**config.mk**
```make
export PLATFORM = sky130hd
export DESIGN_NAME = pcxt_ctrl_top
export DESIGN_NICKNAME = d
export VERILOG_FILES = /design/src/pcxt_ctrl_pkg.sv /design/src/input_sync.sv /design/src/splash_timer.sv /design/src/reset_stretcher.sv /design/src/cpu_reset_delay.sv /design/src/audio_enables.sv /design/src/config_decode.sv /design/src/pcxt_ctrl_top.sv
export SDC_FILE = /design/constraint.sdc
export NUM_CORES = 1
export LEC_CHECK = 0
export ABC_AREA = 1
export BUFFER_PORTS_ARGS = -buffer_cell sky130_fd_sc_hd__buf_2
export CORE_UTILIZATION = 45
export CTS_BUF_LIST = sky130_fd_sc_hd__clkbuf_16
export DETAILED_ROUTE_END_ITERATION = 10
export PLACE_DENSITY = 0.77
export REMOVE_ABC_BUFFERS = 1
export SLEW_MARGIN = 20
export SYNTH_ARGS = -nofsm -noshare
export SYNTH_HDL_FRONTEND = slang
export SYNTH_SLANG_ARGS = --single-unit
```
**constraint.sdc**
```tcl
create_clock -name CLK_50M -period 2.3 [get_ports CLK_50M]
set_input_delay 0.115 -clock CLK_50M [delete_from_list [all_inputs] [get_ports CLK_50M]]
set_output_delay 0.115 -clock CLK_50M [all_outputs]
set_load 0.03 [all_outputs]
```
**src/pcxt_ctrl_pkg.sv**
```systemverilog
// PC/XT system control definitions
package pcxt_ctrl_pkg;

	////////////////////////////////////////////////////////////
	// Menu status word
	////////////////////////////////////////////////////////////

	typedef logic [31:0] status_word_t;

	// Bit positions in the status word
	localparam int STATUS_RESET_BIT       = 0;
	// Two bits wide
	localparam int STATUS_SCALE_LSB       = 1;
	localparam int STATUS_TANDY_BIT       = 3;
	localparam int STATUS_MDA_BIT         = 4;
	localparam int STATUS_SPLASH_SKIP_BIT = 7;
	// Two bits wide
	localparam int STATUS_AR_LSB          = 8;

	////////////////////////////////////////////////////////////
	// Rates and counts
	////////////////////////////////////////////////////////////

	// System clock
	localparam int CLK_HZ               = 50_000_000;
	// Audio sample rate
	localparam int SAMPLE_HZ            = 44_100;
	localparam int RATE_ACC_W           = 32;
	// Stretch of 2^16 cycles
	localparam int RESET_STRETCH_W      = 16;
	localparam int CPU_RESET_DELAY      = 42;
	localparam int SPLASH_SECONDS       = 5;
	// One splash second in clock cycles
	localparam int SPLASH_TICKS_DEFAULT = CLK_HZ;

	// PC/XT DIP switch words
	localparam logic [7:0] DIP_SW_CGA = 8'h2D;
	localparam logic [7:0] DIP_SW_MDA = 8'h3D;

	// Original 4:3 display
	localparam int AR_DEFAULT_X = 4;
	localparam int AR_DEFAULT_Y = 3;

	////////////////////////////////////////////////////////////
	// Packed bundles
	////////////////////////////////////////////////////////////

	// Top bit flags a scaled size
	typedef logic [12:0] ar_dim_t;

	typedef struct packed {
		logic clk;
		logic data;
	} ps2_lines_t;

	typedef struct packed {
		ar_dim_t    arx;
		ar_dim_t    ary;
		logic [1:0] vga_sl;
		logic       scandoubler;
		logic       hq2x;
		logic       mda_mode;
		logic       tandy_mode;
	} video_cfg_t;

	// One-cycle enables
	typedef struct packed {
		logic cen_44100;
		logic cen_opl2;
	} audio_en_t;

endpackage

```
**src/input_sync.sv**
```systemverilog
// Two flop input synchronizer
`timescale 1ns/10ps

module input_sync #(
	parameter type T = logic
) (
	input  logic CLK_50M,
	input  logic reset_wire,
	input  T     d,
	output T     q
);

	// First stage may go metastable
	T meta;

	always_ff @(posedge CLK_50M or posedge reset_wire) begin
		if (reset_wire) begin
			meta <= '0;
			q    <= '0;
		end else begin
			meta <= d;
			q    <= meta;
		end
	end

endmodule

```
**src/splash_timer.sv**
```systemverilog
// Splash screen hold timer
`timescale 1ns/10ps

module splash_timer
	import pcxt_ctrl_pkg::*;
#(
	parameter int SPLASH_TICKS = SPLASH_TICKS_DEFAULT
) (
	input  logic CLK_50M,
	input  logic reset_wire,
	input  logic skip,
	output logic splash_active
);

	// Counter widths
	localparam int TICK_W = $clog2(SPLASH_TICKS + 1);
	localparam int SEC_W  = $clog2(SPLASH_SECONDS + 1);

	// Cycles within the current second
	logic [TICK_W-1:0] tick_cnt;
	// Whole seconds elapsed
	logic [SEC_W-1:0]  sec_cnt;

	always_ff @(posedge CLK_50M or posedge reset_wire) begin
		if (reset_wire) begin
			splash_active <= 1'b1;
			tick_cnt      <= '0;
			sec_cnt       <= '0;
		end else if (splash_active) begin
			// Skip ends the splash on the first edge
			if (skip || sec_cnt == SEC_W'(SPLASH_SECONDS)) begin
				splash_active <= 1'b0;
			end else if (tick_cnt == TICK_W'(SPLASH_TICKS - 1)) begin
				// End of one splash second
				tick_cnt <= '0;
				sec_cnt  <= sec_cnt + 1'b1;
			end else begin
				tick_cnt <= tick_cnt + 1'b1;
			end
		end
		// Holds cleared until the next reset
	end

endmodule

```
**src/reset_stretcher.sv**
```systemverilog
// System reset stretcher
`timescale 1ns/10ps

module reset_stretcher
	import pcxt_ctrl_pkg::*;
(
	input  logic CLK_50M,
	input  logic reset_wire,
	input  logic splash_active,
	input  logic host_reset,
	input  logic user_button,
	output logic sys_reset
);

	// Sampled reset sources
	logic reset_req;
	// Cycles without any request
	logic [RESET_STRETCH_W-1:0] stretch_cnt;

	// Merged synchronous requests
	assign reset_req = splash_active | host_reset | user_button;

	////////////////////////////////////////////////////////////
	// Stretch counter
	////////////////////////////////////////////////////////////

	always_ff @(posedge CLK_50M or posedge reset_wire) begin
		if (reset_wire) begin
			sys_reset   <= 1'b1;
			stretch_cnt <= '0;
		end else if (reset_req) begin
			// Restart the hold on any request
			sys_reset   <= 1'b1;
			stretch_cnt <= '0;
		end else if (sys_reset) begin
			if (&stretch_cnt) begin
				// Full count reached
				sys_reset <= 1'b0;
			end else begin
				stretch_cnt <= stretch_cnt + 1'b1;
			end
		end
	end

endmodule

```
**src/cpu_reset_delay.sv**
```systemverilog
// CPU reset release delay
`timescale 1ns/10ps

module cpu_reset_delay
	import pcxt_ctrl_pkg::*;
(
	input  logic CLK_50M,
	input  logic sys_reset,
	output logic cpu_reset
);

	localparam int CNT_W = $clog2(CPU_RESET_DELAY + 1);

	// Registered copy of the system reset
	logic             sys_reset_q;
	// Cycles left until release
	logic [CNT_W-1:0] delay_cnt;

	// System reset doubles as the async reset here
	always_ff @(posedge CLK_50M or posedge sys_reset) begin
		if (sys_reset) begin
			sys_reset_q <= 1'b1;
			delay_cnt   <= CNT_W'(CPU_RESET_DELAY);
			cpu_reset   <= 1'b1;
		end else begin
			sys_reset_q <= sys_reset;
			// Count only once the follower has dropped
			if (!sys_reset_q && delay_cnt != '0) begin
				delay_cnt <= delay_cnt - 1'b1;
				// Release as the count hits zero
				cpu_reset <= (delay_cnt != CNT_W'(1));
			end
		end
	end

endmodule

```
**src/audio_enables.sv**
```systemverilog
// Audio clock enables
`timescale 1ns/10ps

module audio_enables
	import pcxt_ctrl_pkg::*;
(
	input  logic      CLK_50M,
	input  logic      reset_wire,
	input  logic      opl2_clk,
	output audio_en_t audio_en
);

	////////////////////////////////////////////////////////////
	// 44.1 kHz fractional accumulator
	////////////////////////////////////////////////////////////

	logic [RATE_ACC_W-1:0] rate_acc;
	logic [RATE_ACC_W-1:0] rate_acc_next;

	assign rate_acc_next = rate_acc + RATE_ACC_W'(SAMPLE_HZ);

	////////////////////////////////////////////////////////////
	// FM clock edge detect
	////////////////////////////////////////////////////////////

	// FM clock after the sync chain
	logic opl2_sync;
	// Previous synced level
	logic opl2_prev;

	input_sync #(
		.T(logic)
	) u_opl2_sync (
		.CLK_50M    (CLK_50M),
		.reset_wire (reset_wire),
		.d          (opl2_clk),
		.q          (opl2_sync)
	);

	always_ff @(posedge CLK_50M or posedge reset_wire) begin
		if (reset_wire) begin
			rate_acc  <= '0;
			opl2_prev <= 1'b0;
			audio_en  <= '0;
		end else begin
			opl2_prev         <= opl2_sync;
			// Rising edge of the FM clock
			audio_en.cen_opl2 <= opl2_sync & ~opl2_prev;
			if (rate_acc_next >= RATE_ACC_W'(CLK_HZ)) begin
				// Wrap and keep the remainder
				rate_acc           <= rate_acc_next - RATE_ACC_W'(CLK_HZ);
				audio_en.cen_44100 <= 1'b1;
			end else begin
				rate_acc           <= rate_acc_next;
				audio_en.cen_44100 <= 1'b0;
			end
		end
	end

endmodule

```
**src/config_decode.sv**
```systemverilog
// Status word configuration decoder
`timescale 1ns/10ps

module config_decode
	import pcxt_ctrl_pkg::*;
(
	input  status_word_t status,
	input  logic [7:0]   port_b_out,
	output video_cfg_t   video_cfg,
	output logic [3:0]   port_c_low
);

	// Menu fields
	logic [1:0] ar;
	logic [1:0] scale;
	// Active DIP switch word
	logic [7:0] dip_sw;

	assign ar    = status[STATUS_AR_LSB +: 2];
	assign scale = status[STATUS_SCALE_LSB +: 2];

	////////////////////////////////////////////////////////////
	// Video configuration
	////////////////////////////////////////////////////////////

	always_comb begin
		video_cfg.mda_mode   = status[STATUS_MDA_BIT];
		video_cfg.tandy_mode = status[STATUS_TANDY_BIT];

		// Aspect ratio
		if (ar == 2'd0) begin
			video_cfg.arx = ar_dim_t'(AR_DEFAULT_X);
			video_cfg.ary = ar_dim_t'(AR_DEFAULT_Y);
		end else begin
			// Custom ratio codes 0 to 2
			video_cfg.arx = ar_dim_t'(ar - 2'd1);
			video_cfg.ary = '0;
		end

		// Scanline mask
		video_cfg.vga_sl      = {scale == 2'd3, scale == 2'd2};
		// Any filter needs the scandoubler
		video_cfg.scandoubler = (scale != 2'd0);
		video_cfg.hq2x        = (scale == 2'd1);
	end

	////////////////////////////////////////////////////////////
	// PPI switch readback
	////////////////////////////////////////////////////////////

	// MDA or CGA 80 column switches
	assign dip_sw = status[STATUS_MDA_BIT] ? DIP_SW_MDA : DIP_SW_CGA;

	// Port B bit 3 selects the upper nibble
	assign port_c_low = port_b_out[3] ? dip_sw[7:4] : dip_sw[3:0];

endmodule

```
**src/pcxt_ctrl_top.sv**
```systemverilog
// PC/XT system control top
`timescale 1ns/10ps

module pcxt_ctrl_top
	import pcxt_ctrl_pkg::*;
#(
	parameter int SPLASH_TICKS = SPLASH_TICKS_DEFAULT
) (
	input  logic         CLK_50M,
	input  logic         reset_wire,
	input  status_word_t status,
	input  logic         user_button,
	input  logic         opl2_clk,
	input  ps2_lines_t   ps2_in,
	input  logic [7:0]   port_b_out,
	output logic         splash_active,
	output logic         sys_reset,
	output logic         cpu_reset,
	output audio_en_t    audio_en,
	output ps2_lines_t   ps2_sync,
	output video_cfg_t   video_cfg,
	output logic [3:0]   port_c_low
);

	////////////////////////////////////////////////////////////
	// Reset chain
	////////////////////////////////////////////////////////////

	splash_timer #(
		.SPLASH_TICKS(SPLASH_TICKS)
	) u_splash_timer (
		.CLK_50M       (CLK_50M),
		.reset_wire    (reset_wire),
		.skip          (status[STATUS_SPLASH_SKIP_BIT]),
		.splash_active (splash_active)
	);

	reset_stretcher u_reset_stretcher (
		.CLK_50M       (CLK_50M),
		.reset_wire    (reset_wire),
		.splash_active (splash_active),
		.host_reset    (status[STATUS_RESET_BIT]),
		.user_button   (user_button),
		.sys_reset     (sys_reset)
	);

	cpu_reset_delay u_cpu_reset_delay (
		.CLK_50M   (CLK_50M),
		.sys_reset (sys_reset),
		.cpu_reset (cpu_reset)
	);

	////////////////////////////////////////////////////////////
	// Side blocks
	////////////////////////////////////////////////////////////

	// Keyboard lines into the clock domain
	input_sync #(
		.T(ps2_lines_t)
	) u_ps2_sync (
		.CLK_50M    (CLK_50M),
		.reset_wire (reset_wire),
		.d          (ps2_in),
		.q          (ps2_sync)
	);

	audio_enables u_audio_enables (
		.CLK_50M    (CLK_50M),
		.reset_wire (reset_wire),
		.opl2_clk   (opl2_clk),
		.audio_en   (audio_en)
	);

	config_decode u_config_decode (
		.status     (status),
		.port_b_out (port_b_out),
		.video_cfg  (video_cfg),
		.port_c_low (port_c_low)
	);

endmodule

```
==> results.tsv <==
metric	value	unit
DP Worst Slack	-0.113	ns
synth warn	0	
RSZ-0062 raised after global routing	yes	
worst-path fanout max	22	
DP HPWL	11.7	mm
worst hold path type	input pin to flip-flop	
clock buffer depth	2	
residual DRC count	0	
H-tree depth	3	
final setup margin	-0.181	ns
setup TNS	-3.25	ns
drt via density	5.16	
worst r2r src	u_audio_enables.rate_acc[16]	
largest net degree at the start of global routing	38	
synthesized cell area	6380	sq um
hold path startpoint	user_button	
port bufs	34	
GRT Total Usage	0.229	
latest clock arrival within the worst-skew pair	0.35	ns
number of global-route vias before repair	5876	
antenna cell count	0	
clk_skew	0.00750	ns
CTS tree	yes	
Tmin final	2.48	ns
Starting Density	0.461	
Startpoint Class	flip-flop	
Nets	1144	
post-synthesis sequential area ratio	0.370	
Reg2Reg Setup Slack	-0.18	ns
die height	121	um
Layout Utilization	0.608	
clock transition at the registers of the reported paths	0.07	ns
fmax	403	MHz
failing checks	negative setup slack	
1st-pass router iterations	7	
GPL Wtd Cong	0.924	
DR vias	6580	
total wire length	17.5	mm
Post-synth EDFFs	0	
placed cell count	1231	
first-pass GRT wire length	26.7	mm
die area	14600	sq um
register bit total from synthesis	94	
global route overflow	0	
status	finished, violations left	
ys async rst share	1.00	
fin crit share	1.08	
required time worst endpoint	2.57	ns
DR WL/cell	13.7	um
Final ANT Viol Nets	0	
Hold Fails Final Rpt	0	
number of DRC markers in iteration 0	478	
Mean Syn Cell Area	6.75	sq um
cts bufs inserted	9	
final count of negative-setup-slack endpoints	26	
ys flop type	dfrtp_1	
CP Capture Type	flip-flop	
Netlist cell types	40	
most common cell after layout, fill and taps aside	nand2_1	
Syn-to-layout area delta	31.9	%
worst path arrival time	2.75	ns
core area	13800	sq um
leading cell types in the layout, fill and taps excluded	nand2_1, inv_1, buf_4	
non-filler cells, final	1275	
row count	43	
Root Driver	clkbuf_16	
CTS sink cnt	94	
IO Count	89	
Crit Path Category	flip-flop to flip-flop	
Lkg Pwr	4.17	nW
Mapped Cells	944	
initial antenna violation count	0	
chip width	121	um
layout cell share with drive strength beyond 1	0.303	
crit path launch	u_audio_enables.rate_acc[16]	
Worst VDD drop	265	uV
maxcap violations	0	
Max Slew Vio Count	0	
PwrDens	389	nW/um^2
-- cell usage after synthesis, drive strengths merged (2+ instances only) --
master	number	area (sq um)
nand3	89	463
ha	8	100
xor2	28	268
nor2	122	473
a21oi	20	100
inv	143	537
dfstp	7	184
nand2	286	1090
o21ai	36	180
nor3	21	105
or2	2	12.5
nor4	11	68.8
nand3b	4	30.0
nand4	22	138
dfrtp	87	2180
clkbuf	2	7.51
xnor2	6	52.6
a21o	2	15.0
nor3b	4	30.0
buf	33	259
-- critical path, cell delays in order (launching register included) --
cell and delay (ns):
dfrtp_1 0.46, inv_1 0.11, buf_4 0.17, nor2_4 0.14, buf_4 0.13, nand3_1 0.13, nand4_1 0.16, nand2_2 0.10
nor2_4 0.16, nand2_2 0.10, nor2_4 0.12, nand3_4 0.09, nand3_4 0.17, buf_12 0.19, nand2_1 0.07, o21ai_1 0.09
-- final cells by class --
type | count | area (sq um)
repair buffers | 150 | 1120
multi-input cells | 692 | 3870
flip-flops and latches | 94 | 2370
well taps | 180 | 225
inverters | 143 | 541
clock inverters | 7 | 56.3
clock buffers | 9 | 225
fillers | 1118 | 5420
-- per-stage QoR --
step / cell area, sq um / total power [W] / hold WS (ns)
2_1_floorplan: 6180 / 0.00180 / 0.146
3_3_place_gp: 7280 / 0.00185 / 0.0979
5_1_grt: 8410 / 0.00338 / 0.188
3_5_place_dp: 7280 / 0.00186 / 0.111
6_report: 8410 / 0.00327 / 0.161
4_1_cts: 7720 / 0.00329 / 0.152
-- path summary, 6_finish.rpt --
kind                                                          end  cells after the start
worst max-delay path                 u_audio_enables.rate_acc[18]                     15
worst min-delay path            u_reset_stretcher.stretch_cnt[11]                      5
max in group asynchronous            u_audio_enables.rate_acc[13]                      4
min in group asynchronous          u_cpu_reset_delay.delay_cnt[0]                      1
worst max register to register       u_audio_enables.rate_acc[18]                     15
worst min register to register     u_cpu_reset_delay.delay_cnt[0]                      1
-- state kept, by name, summed over array words and instances, names as in the netlist --
name / count
u_splash_timer.tick_cnt: 26
u_splash_timer.splash_active: 1
u_ps2_sync.q: 2
u_cpu_reset_delay.sys_reset_q: 1
u_audio_enables.opl2_prev: 1
u_cpu_reset_delay.delay_cnt: 6
u_audio_enables.u_opl2_sync.q: 1
u_reset_stretcher.sys_reset: 1
u_audio_enables.rate_acc: 30
u_splash_timer.sec_cnt: 3
u_ps2_sync.meta: 2
u_reset_stretcher.stretch_cnt: 16
u_audio_enables.audio_en: 2
u_audio_enables.u_opl2_sync.meta: 1
u_cpu_reset_delay.cpu_reset: 1
-- layer usage --
layer | global-route usage | share of wire | vias to the layer above
met4 | 0.0833 | 0.029 | 0
li1 | - | - | 3227
met2 | 0.378 | 0.48 | 246
met1 | 0.306 | 0.43 | 3059
met3 | 0.0334 | 0.066 | 48
met5 | 0 | 0 | -
-- cells by family (layout without fill, tap and decap cells) --
kind of cell               Yosys count  after routing  synth area share
other                                1             21          0.000588
and+or+nand+nor                    562            562             0.380
buffers and inverters              178            309             0.126
AOI/OAI and AO/OA                   67             67            0.0577
adders and majority gates            8              8            0.0157
DFF                                 94             94             0.370
xor gates and xnor gates            34             34            0.0502
-- where the power goes --
part / internal (W) / switching (W) / total, W / leakage [nW]
Sequential: 0.00166 / 0.00000377 / 0.00166 / 1.15
Clock: 0.000747 / 0.000697 / 0.00144 / 0.142
Combinational: 0.0000340 / 0.000128 / 0.000162 / 2.88
Total: 0.00244 / 0.000829 / 0.00327 / 4.17
-- repair_timing --
action                     in CTS  in global routing
cloned                          0                  1
buffers inserted                4                 19
pin swaps                       0                 43
resized for setup              29                153
hold buffers                    4                  0
setup endpoints to repair      26                 27
hold endpoints to repair       21                  0
(Power assumes the default switching activity.)
